$ cat src/hdl/brPkg.sv
// Shared types for the fetch-address generator and branch predictor
// phtIdx fields are fixed at 8 bits, and only the low ghrBits are meaningful
// Only beq, bne and jal are decoded by this design
package brPkg;

    // Width of a PC and of operand data
    localparam int pcWidth = 32;

    // RV32I opcodes
    localparam logic [6:0] opBranch = 7'b1100011;
    localparam logic [6:0] opJal    = 7'b1101111;

    // Branch funct3 codes
    localparam logic [2:0] funct3Beq = 3'b000;
    localparam logic [2:0] funct3Bne = 3'b001;

    // Item on the fetch stream
    typedef struct packed {
        logic [pcWidth-1:0] pc;
        logic               predTaken;
        logic [7:0]         phtIdx;
    } fetchReqT;

    // Resolved branch record, as returned by the execute side
    typedef struct packed {
        logic               valid;
        logic [pcWidth-1:0] pc;
        logic [31:0]        instr;
        logic [pcWidth-1:0] rs1Val;
        logic [pcWidth-1:0] rs2Val;
        // Prediction that fetch attached to this pc
        logic               predTaken;
        logic [7:0]         phtIdx;
    } resolveT;

    // Fetch redirect after a mispredict
    typedef struct packed {
        logic               valid;
        logic [pcWidth-1:0] pc;
    } redirectT;

    // Table update from a resolved record
    // isCond and isJump are already qualified by a valid record
    typedef struct packed {
        logic               isCond;
        logic               isJump;
        logic               taken;
        logic [pcWidth-1:0] pc;
        logic [pcWidth-1:0] target;
        logic [7:0]         phtIdx;
    } updateT;

endpackage

$ cat src/hdl/brPredFetch.sv
// Top level of the fetch-address generator with branch prediction
// Resolve records are always accepted; only fetch has back-pressure
`timescale 1ns/1ps

module brPredFetch #(
    parameter int                        btbEntries = 32,
    parameter int                        ghrBits    = 5,
    parameter logic [brPkg::pcWidth-1:0] pcStart    = '0
) (
    input  logic            clk,
    input  logic            reset,
    input  brPkg::resolveT  resolve_i,
    input  logic            fetchReady_i,
    output brPkg::fetchReqT fetch_o,
    output logic            fetchValid_o,
    output brPkg::redirectT redirect_o
);

    brPkg::updateT             update;
    logic [brPkg::pcWidth-1:0] fetchPc;
    logic                      predTaken;
    logic [brPkg::pcWidth-1:0] predTarget;
    logic [7:0]                phtIdx;

    resolveDecode resolveDecode_inst (
        .clk        (clk),
        .reset      (reset),
        .resolve_i  (resolve_i),
        .update_o   (update),
        .redirect_o (redirect_o)
    );

    predTables #(
        .btbEntries (btbEntries),
        .ghrBits    (ghrBits)
    ) predTables_inst (
        .clk          (clk),
        .reset        (reset),
        .lookupPc_i   (fetchPc),
        .update_i     (update),
        .predTaken_o  (predTaken),
        .predTarget_o (predTarget),
        .phtIdx_o     (phtIdx)
    );

    fetchAddrGen #(
        .pcStart (pcStart)
    ) fetchAddrGen_inst (
        .clk          (clk),
        .reset        (reset),
        .predTaken_i  (predTaken),
        .predTarget_i (predTarget),
        .phtIdx_i     (phtIdx),
        .redirect_i   (redirect_o),
        .fetchReady_i (fetchReady_i),
        .fetchPc_o    (fetchPc),
        .fetch_o      (fetch_o),
        .fetchValid_o (fetchValid_o)
    );

endmodule

$ cat src/hdl/fetchAddrGen.sv
// Fetch PC register with valid/ready handshake and redirect
// A stalled item is held, including its prediction, until it is taken
// A redirect always wins and supersedes any item transferred that cycle
`timescale 1ns/1ps

module fetchAddrGen #(
    parameter logic [brPkg::pcWidth-1:0] pcStart = '0
) (
    input  logic                      clk,
    input  logic                      reset,
    input  logic                      predTaken_i,
    input  logic [brPkg::pcWidth-1:0] predTarget_i,
    input  logic [7:0]                phtIdx_i,
    input  brPkg::redirectT           redirect_i,
    input  logic                      fetchReady_i,
    output logic [brPkg::pcWidth-1:0] fetchPc_o,
    output brPkg::fetchReqT           fetch_o,
    output logic                      fetchValid_o
);

    logic [brPkg::pcWidth-1:0] pcQ;
    logic                      validQ;
    logic                      stallQ;
    brPkg::fetchReqT           heldReqQ;
    logic [brPkg::pcWidth-1:0] heldTargetQ;
    logic [brPkg::pcWidth-1:0] target;
    logic                      xfer;
    logic [brPkg::pcWidth-1:0] pcNext;

    assign fetchPc_o    = pcQ;
    assign fetchValid_o = validQ;
    assign xfer         = validQ && fetchReady_i;

    // Tables may change under a stalled item, so freeze what was shown
    always_comb begin
        if (stallQ) begin
            fetch_o = heldReqQ;
            target  = heldTargetQ;
        end else begin
            fetch_o.pc        = pcQ;
            fetch_o.predTaken = predTaken_i;
            fetch_o.phtIdx    = phtIdx_i;
            target            = predTarget_i;
        end
    end

    always_comb begin
        if (redirect_i.valid) begin
            pcNext = redirect_i.pc;
        end else if (xfer) begin
            pcNext = fetch_o.predTaken ? target : pcQ + 32'd4;
        end else begin
            pcNext = pcQ;
        end
    end

    always_ff @(posedge clk) begin
        if (reset) begin
            pcQ    <= pcStart;
            validQ <= 1'b0;
            stallQ <= 1'b0;
        end else begin
            pcQ    <= pcNext;
            validQ <= 1'b1;
            stallQ <= validQ && !fetchReady_i && !redirect_i.valid;
        end
    end

    always_ff @(posedge clk) begin
        heldReqQ    <= fetch_o;
        heldTargetQ <= target;
    end

    // The live pc must not move while a stalled item is held
    assert property (@(posedge clk) disable iff (reset)
        stallQ |-> (fetch_o.pc == pcQ));

endmodule

$ cat src/hdl/predTables.sv
// Direct-mapped target buffer plus a gshare table of 2-bit counters
// btbEntries must be a power of two, ghrBits ranges from 1 to 8
// History shifts only when a conditional branch resolves
`timescale 1ns/1ps

module predTables #(
    parameter int btbEntries = 32,
    parameter int ghrBits    = 5
) (
    input  logic                      clk,
    input  logic                      reset,
    input  logic [brPkg::pcWidth-1:0] lookupPc_i,
    input  brPkg::updateT             update_i,
    output logic                      predTaken_o,
    output logic [brPkg::pcWidth-1:0] predTarget_o,
    output logic [7:0]                phtIdx_o
);

    localparam int idxBits    = $clog2(btbEntries);
    localparam int tagBits    = brPkg::pcWidth - idxBits - 2;
    localparam int phtEntries = 1 << ghrBits;

    typedef struct packed {
        logic                      jump;
        logic [tagBits-1:0]        tag;
        logic [brPkg::pcWidth-1:0] target;
    } btbEntryT;

    logic     btbValid [btbEntries];
    btbEntryT btbMem   [btbEntries];
    logic [1:0]         pht [phtEntries];
    logic [ghrBits-1:0] ghr;

    logic [idxBits-1:0] lookIdx;
    logic [tagBits-1:0] lookTag;
    logic               lookHit;
    logic [ghrBits-1:0] lookPht;
    logic [idxBits-1:0] updIdx;
    logic [ghrBits-1:0] updPht;
    logic               btbWrite;

    // Lookup
    assign lookIdx = lookupPc_i[idxBits+1:2];
    assign lookTag = lookupPc_i[brPkg::pcWidth-1:idxBits+2];
    assign lookHit = btbValid[lookIdx] && (btbMem[lookIdx].tag == lookTag);
    // Gshare hash of word address and history
    assign lookPht = lookupPc_i[ghrBits+1:2] ^ ghr;

    assign predTaken_o  = lookHit && (btbMem[lookIdx].jump || pht[lookPht][1]);
    assign predTarget_o = btbMem[lookIdx].target;
    assign phtIdx_o     = 8'(lookPht);

    // Update
    assign updIdx   = update_i.pc[idxBits+1:2];
    assign updPht   = update_i.phtIdx[ghrBits-1:0];
    assign btbWrite = (update_i.isCond || update_i.isJump) && update_i.taken;

    always_ff @(posedge clk) begin
        if (reset) begin
            for (int i = 0; i < btbEntries; i++) begin
                btbValid[i] <= 1'b0;
            end
        end else if (btbWrite) begin
            btbValid[updIdx] <= 1'b1;
        end
    end

    always_ff @(posedge clk) begin
        if (btbWrite) begin
            btbMem[updIdx].jump   <= update_i.isJump;
            btbMem[updIdx].tag    <= update_i.pc[brPkg::pcWidth-1:idxBits+2];
            btbMem[updIdx].target <= update_i.target;
        end
    end

    // Counters start weakly not-taken
    always_ff @(posedge clk) begin
        if (reset) begin
            for (int i = 0; i < phtEntries; i++) begin
                pht[i] <= 2'd1;
            end
            ghr <= '0;
        end else if (update_i.isCond) begin
            if (update_i.taken && pht[updPht] != 2'd3) begin
                pht[updPht] <= pht[updPht] + 2'd1;
            end else if (!update_i.taken && pht[updPht] != 2'd0) begin
                pht[updPht] <= pht[updPht] - 2'd1;
            end
            // Outcome enters at bit 0
            ghr <= ghrBits'({ghr, update_i.taken});
        end
    end

    // A taken update makes its pc hit in the buffer from the next edge
    assert property (@(posedge clk) disable iff (reset)
        btbWrite |=> btbValid[$past(updIdx)]
            && btbMem[$past(updIdx)].tag == $past(update_i.pc[brPkg::pcWidth-1:idxBits+2]));

endmodule

$ cat src/hdl/resolveDecode.sv
// Registers one resolved record per cycle and decodes beq, bne and jal
// Any other encoding is ignored and produces no update and no redirect
`timescale 1ns/1ps

module resolveDecode (
    input  logic            clk,
    input  logic            reset,
    input  brPkg::resolveT  resolve_i,
    output brPkg::updateT   update_o,
    output brPkg::redirectT redirect_o
);

    brPkg::resolveT resolveQ;

    logic [6:0]                opcode;
    logic [2:0]                funct3;
    logic                      isBeq;
    logic                      isBne;
    logic                      isJal;
    logic                      operandsEq;
    logic                      taken;
    logic [brPkg::pcWidth-1:0] bImm;
    logic [brPkg::pcWidth-1:0] jImm;
    logic [brPkg::pcWidth-1:0] target;
    logic [brPkg::pcWidth-1:0] pcPlus4;

    // Payload follows the input every cycle, only valid is cleared
    always_ff @(posedge clk) begin
        resolveQ <= resolve_i;
        if (reset) begin
            resolveQ.valid <= 1'b0;
        end
    end

    assign opcode = resolveQ.instr[6:0];
    assign funct3 = resolveQ.instr[14:12];

    assign isBeq = resolveQ.valid && (opcode == brPkg::opBranch) && (funct3 == brPkg::funct3Beq);
    assign isBne = resolveQ.valid && (opcode == brPkg::opBranch) && (funct3 == brPkg::funct3Bne);
    assign isJal = resolveQ.valid && (opcode == brPkg::opJal);

    // B and J immediates, both sign extended with bit 0 clear
    assign bImm = {{20{resolveQ.instr[31]}}, resolveQ.instr[7], resolveQ.instr[30:25],
                   resolveQ.instr[11:8], 1'b0};
    assign jImm = {{12{resolveQ.instr[31]}}, resolveQ.instr[19:12], resolveQ.instr[20],
                   resolveQ.instr[30:21], 1'b0};

    assign operandsEq = (resolveQ.rs1Val == resolveQ.rs2Val);
    assign taken      = isJal || (isBeq && operandsEq) || (isBne && !operandsEq);
    assign target     = resolveQ.pc + (isJal ? jImm : bImm);
    assign pcPlus4    = resolveQ.pc + 32'd4;

    always_comb begin
        update_o.isCond = isBeq || isBne;
        update_o.isJump = isJal;
        update_o.taken  = taken;
        update_o.pc     = resolveQ.pc;
        update_o.target = target;
        update_o.phtIdx = resolveQ.phtIdx;
    end

    // Redirect only when the outcome disagrees with what fetch assumed
    always_comb begin
        redirect_o.valid = (isBeq || isBne || isJal) && (taken != resolveQ.predTaken);
        redirect_o.pc    = taken ? target : pcPlus4;
    end

    // The producer only returns records for control-flow instructions
    assert property (@(posedge clk) disable iff (reset)
        resolveQ.valid |-> (isBeq || isBne || isJal));

endmodule
$ cat config.mk
export PLATFORM = sky130hd
export DESIGN_NAME = brPredFetch
export DESIGN_NICKNAME = d
export VERILOG_FILES = /design/src/hdl/brPkg.sv /design/src/hdl/brPredFetch.sv /design/src/hdl/fetchAddrGen.sv /design/src/hdl/predTables.sv /design/src/hdl/resolveDecode.sv
export SDC_FILE = /design/constraint.sdc
export NUM_CORES = 2
export LEC_CHECK = 0
export ABC_AREA = 1
export BUFFER_PORTS_ARGS = -buffer_cell sky130_fd_sc_hd__buf_4
export CAP_MARGIN = 20
export CELL_PAD_IN_SITES_DETAIL_PLACEMENT = 0
export CELL_PAD_IN_SITES_GLOBAL_PLACEMENT = 1
export CORE_MARGIN = 5
export CORE_UTILIZATION = 23
export CTS_BUF_LIST = sky130_fd_sc_hd__clkbuf_2 sky130_fd_sc_hd__clkbuf_4 sky130_fd_sc_hd__clkbuf_8
export DETAILED_ROUTE_END_ITERATION = 12
export PLACE_DENSITY = 0.45
export RECOVER_POWER = 25
export SETUP_SLACK_MARGIN = 0.5
export SYNTH_ARGS = -nofsm -noshare
export SYNTH_HDL_FRONTEND = slang
export SYNTH_SLANG_ARGS = --single-unit
$ cat constraint.sdc
create_clock -name clk -period 4.8 [get_ports clk]
set_input_delay 0.48 -clock clk [delete_from_list [all_inputs] [get_ports clk]]
set_output_delay 0.48 -clock clk [all_outputs]
set_load 0.02 [all_outputs]
After elaboration in Yosys (flattened, before gate mapping)
Memory sizes are Yosys's and may differ from the RTL's. A register that Yosys moved wholly into a read port is not among the register bits. Cells that the tools add are included.

Add/subtract/negate cells: 5. Equal/unequal tests: 7. Muxes and demuxes: 34. Bitwise logic cells: 2. Reduce and logical (&&, ||, !) cells: 29.

Operators with widths (number): $mux W32 (5); $add A32 B3 Y32 const B (2); $mux W41 (1); $add A32 B32 Y32 (1); $eq A32 B32 Y1 (1); $mux W5 (6); $eq A25 B25 Y1 (1); $mux W20 (1); $mux W1 (19); $logic_and A1 B1 Y1 (15); $eq A7 B7 Y1 const B (2); $logic_or A1 B1 Y1 (5); $xor A5 B5 Y5 (1); $logic_not A1 Y1 (4); $mux W2 (2); $reduce_bool A2 Y1 (2); $eq A3 B1 Y1 const B (1); $logic_not A3 Y1 (1); $add A2 B1 Y2 const B (1); $ne A2 B2 Y1 const B (1); $reduce_or A2 Y1 (1); $sub A2 B1 Y2 const B (1); $ne A1 B1 Y1 (1); $or A1 B1 Y1 (1); $reduce_or A1 Y1 (1).

Bits in registers: 247. RAM bits: 1952. Input port bits: 141. Output and inout port bits: 75. Memories: 3.

Memory list: predTables_inst.btbMem (words 32, bits a word 58, read ports 1, clocked after Yosys merged registers in 1, wr ports 1, RTL line predTables.sv:30) `btbEntryT btbMem [btbEntries];`; predTables_inst.pht (words 32, bits a word 2, read ports 2, clocked after Yosys merged registers in 1, wr ports 32, RTL line predTables.sv:31) `logic [1:0] pht [phtEntries];`; predTables_inst.btbValid (words 32, bits a word 1, read ports 1, clocked after Yosys merged registers in 1, wr ports 32, RTL line predTables.sv:29) `logic btbValid [btbEntries];`.

Logic depth before layout (Yosys ltp)
Depth after elaboration: 16. Gate-level depth with buffers: 28. Depth with buffers taken out: 27.

By module
Synthesis repeated with hierarchy kept, for this count alone.

Cell total of the unflattened synthesis: 7942. Area total of the unflattened synthesis: 90345.4 µm².

Modules (own cells, without submodules): predTables (times used 1, cells each 6319, area an instance 78575.4 µm², seq. area each 58396.0 µm²); resolveDecode (times used 1, cells each 933, area an instance 6936.7 µm², seq. area each 2762.6 µm²); fetchAddrGen (times used 1, cells each 690, area an instance 4833.4 µm², seq. area each 2142.1 µm²).

Worst setup path before layout
OpenSTA, ideal clock, no wires.

Kind: register -> register. From: reg resolveDecode_inst.resolveQ[16] in the netlist's numbering. To: mem predTables_inst.btbMem[11][0] in the netlist's numbering (enable). Arrival: 4.293 ns. Data required time: 4.324 ns. Path slack: 0.031 ns. Stages on the path, launching flop included: 13. Buffers on the path: 2. Cell sequence: dfxtp_1 -> xor2_1 -> nor4_1 -> nand2_1 -> nor2_1 -> nand3_1 -> nand2_1 -> inv_1 -> nand2_1 -> clkbuf_1 -> buf_2 -> nand2_1 -> nor2_1.

Word-level cells in the longest chain between the ends: 7. Elaborated cells on any way between the ends: 9.

Ends and longest elaborated chain: start: declaration (RTL line resolveDecode.sv:13) `brPkg::resolveT resolveQ;`; start signal: assignment (RTL line resolveDecode.sv:29) `resolveQ <= resolve_i;`; $eq A32 B32 Y1 (*) (RTL line resolveDecode.sv:48) `assign operandsEq = (resolveQ.rs1Val == resolveQ.rs2Val);`; $logic_and A1 B1 Y1 / $logic_not A1 Y1 (equally long branches) (RTL line resolveDecode.sv:49) `assign taken = isJal || (isBeq && operandsEq) || (isBne && !operandsEq);`; $logic_or A1 B1 Y1 / $logic_and A1 B1 Y1 (equally long branches) (RTL line resolveDecode.sv:49); $logic_or A1 B1 Y1 (*) (RTL line resolveDecode.sv:49); $logic_and A1 B1 Y1 (*) (RTL line predTables.sv:56) `assign btbWrite = (update_i.isCond || update_i.isJump) && update_i.taken;`; $mux W1 (*) (RTL line predTables.sv:69) `if (btbWrite) begin`; $mux W1 (not written as such) (*) (RTL line predTables.sv:72) `btbMem[updIdx].target <= update_i.target;`; end: declaration (RTL line predTables.sv:30).

Every way passes the cells marked *; elsewhere a longest branch is shown, timed or not.

==> out/results.txt <==
run status - finished with violations
violations in the final reports - max-capacitance violations, max-slew violations
wire per inst - 27.5 um
EDFF count, synth - 1920
Worst IR Drop VDD - 0.000271 V
path depth of the worst reg2reg path - 32
CTS root buffer - clkbuf_8
Top FF cell, synth - edfxtp_1
Area after DPL - 99000 um^2
Clk Latency, worst-skew pair - 1110 ps
share of cells above drive strength 1 - 20.2%
DRC viols - 0
highest-delay cell along the critical path - dfxtp_2
I/O Pins - 216
total number of vias - 66.5k
Crit Path Max Fanout - 8
first-pass GRT wire length - 529000 um
Post-Syn Area - 89400 um^2
Nets - 8893
total power - 43500 uW
Starting Density - 23.1%
Seq/Total Area, Yosys - 70.9%
Antenna Nets Post-Route - 0
Worst path top cell family by delay - compound AO/OA/AOI/OAI gates
DRT Pass-1 Iters - 5
vias in the first global route - 64.9k
Netlist cell types - 51
Max-Slew Margin vs Limit - -14.8%
LEAKAGE - 0.0410 uW
top post-synthesis cells by count - edfxtp_1, nand2_1, nand3_1
hpwl dp - 210000 um
worst-margin pin slew - 1720 ps
Post-synth ARST share - 0%
Critical Path RT - 4320 ps
initial antenna violation count - 32
Die Wd - 633 um
CTS buffer count - 391
clk slew on worst S/H paths - 60 ps
final setup violation count - 0
Max Cap Viol - 3
GRT Total Usage - 18.6%
htree depth - 5
critical path startpoint category - register
power per cell area - 376 nW/um^2
Sink Count - 2204
cell area after layout - 116000 um^2
Synth area leader - edfxtp_1
Area Overhead vs Synth - 29.7%
CTS tree - done
Fmax achieved - 212 MHz
Die Ht - 633 um
most common cell in the netlist - edfxtp_1
Min-Delay Path Class - input port to register
CP endpoint kind - primary output
Min Clock Period, post-route - 4730 ps
FP Rows - 228
largest net degree at the start of global routing - 161
die area - 401000 um^2
RSZ-0062 raised after global routing - true
Syn Nets - 7960
Iter 0 DRT Violations - 5899
CP arrival - 4250 ps
Hold Crit Depth - 2
skew final - 105 ps
CP bufs+invs - 4
Mapped Avg Cell Area - 11.5 um^2
Ys Warns - 0
CP Launch Point - resolveDecode_inst.opcode[1]$_DFF_P_
vias per cell - 4.67
Crit Path Class - register to primary output
CP Cell Sequence - nand2_4 > nor2_4 > nand2_4 > inv_2 > buf_6 > or2_4 > o21ai_2 > inv_2 > ha_1 > a21oi_2 > o21ai_1 > a21oi_2 > nand3_2 > a21o_1 > a21oi_2 > xor2_2 > nand2_2 > nand2_4 > buf_6
Filler Cell Count - 39.4k
Max Buffers Root-to-Sink - 4
grt ovf - 0
Synth area leaders - edfxtp_1, nand2_1, dfxtp_1, nand3_1, o21ai_0
Post-Synthesis Cells - 7781
share of the synthesized area in the top cell type - 64.5%
fin. max-slew vios - 102
hold wc startpoint - resolve_i[119]
port buffer count - 212
Tcrit/Tclk final - 98.5%
Seq cells post-synth - 2204
critical path depth - 19
Final GP Congestion - 0.855
final-report hold violation count - 0
core box area - 386000 um^2
CP max stage delay - 320 ps
DRT Wirelength - 392000 um
==> final timing paths <==
check	to	slack [ps]
setup / recovery	redirect_o[29]	70
hold / removal	resolveDecode_inst.update_o[54]$_DFF_P_	130
setup reg to reg	register	560
hold reg to reg	fetchAddrGen_inst.heldReqQ[5]$_DFF_P_	440
==> cell usage in the layout (no fill, tap or decap), types with 37 or more instances in the layout <==
cell type         n
edfxtp_1       1920
nand2_1        1483
nand3_1         821
nor2_1          757
o21ai_0         730
clkbuf_8        431
buf_4           347
o22ai_1         274
dfxtp_1         267
clkbuf_4        261
dlygate4sd3_1   245
inv_1           230
buf_12          101
nand2_2         100
clkinv_1         79
xor2_1           74
nand3_2          69
buf_6            61
o221ai_1         48
buf_16           48
a21oi_1          40
nor2_4           39
nand2_4          37
==> kinds of logic (layout without fill, tap and decap cells) <==
kind of cell | count (synthesis) | in the layout | synth area share, %
AND/OR/NAND/NOR | 3436 | 3436 | 16.0
flip-flops | 2204 | 2204 | 70.9
adder cells (fa/ha/maj) | 38 | 38 | 0.540
AO/OA/AOI/OAI | 1251 | 1251 | 7.90
buffers and inverters | 738 | 1990 | 3.57
XOR/XNOR | 114 | 114 | 1.12
other | 0 | 18 | 0
==> report_power, final <==
part	switching, uW	internal (uW)	leakage (uW)	total (uW)
logic	2600	1370	0.0173	3970
registers	124	21400	0.0195	21500
clock network	8170	9910	0.00423	18100
==> stage by stage <==
stage / cells / TNS (ps) / hold WS [ps] / utilization, % / worst slack [ps]
finish: 14200 / 0 / 128 / 30.0 / 72.7
global route: 14200 / -364 / 45.3 / 30.0 / -94.2
CTS: 14100 / -647 / 2.00 / 29.5 / -208
detailed placement: 13000 / 0 / 424 / 25.6 / 234
global placement: 13000 / 0 / 426 / 25.6 / 114
floorplan: 7781 / 0 / 423 / - / 31.0
==> worst register-to-register path: cells and delay by family, from the launching register on <==
family / cells / cell delay [ps]
buffers and inverters: 16 / 2080
and+or+nand+nor: 15 / 1460
DFF: 1 / 420
AOI/OAI and AO/OA: 1 / 180
==> metal layers <==
layer  global-route usage [%]  part of all wire, %
met5                        0                0.015
met3                     2.33                  5.1
met2                     31.3                   48
met1                     24.7                   43
met4                     6.41                  4.0
==> registers in the layout, indices dropped and copies added (netlist names), named ones only <==
name                            count
predTables_inst.pht                64
resolveDecode_inst.opcode           7
resolveDecode_inst.bImm            12
resolveDecode_inst.resolveQ        66
resolveDecode_inst.update_o        37
fetchAddrGen_inst.fetchValid_o      1
predTables_inst.ghr                 5
fetchAddrGen_inst.fetchPc_o        32
resolveDecode_inst.jImm            10
fetchAddrGen_inst.heldReqQ         41
predTables_inst.btbValid           32
fetchAddrGen_inst.heldTargetQ      32
predTables_inst.btbMem           1856
fetchAddrGen_inst.stallQ            1
resolveDecode_inst.funct3           3
==> repair_timing <==
action,4_1_cts,5_1_grt
gates resized for setup,453,244
endpoints found under the hold margin,170,0
hold buffers,245,0
pin swaps,94,132
gates cloned,49,32
endpoints found under the setup margin,34,68
setup buffers,118,54
==> cell type report <==
type | count | area, um^2 | area share (%)
diodes | 18 | 45.0 | 0.0389
clock buffers | 576 | 7020 | 6.06
flip-flops and latches | 2204 | 63400 | 54.7
repair buffers | 996 | 11300 | 9.79
multi-input cells | 4839 | 25200 | 21.8
repair inverters | 15 | 292 | 0.252
inverters | 267 | 1120 | 0.965
clock inverters | 136 | 953 | 0.823
well taps | 5175 | 6470 | 5.59
Power figures use the tool's default switching activity.
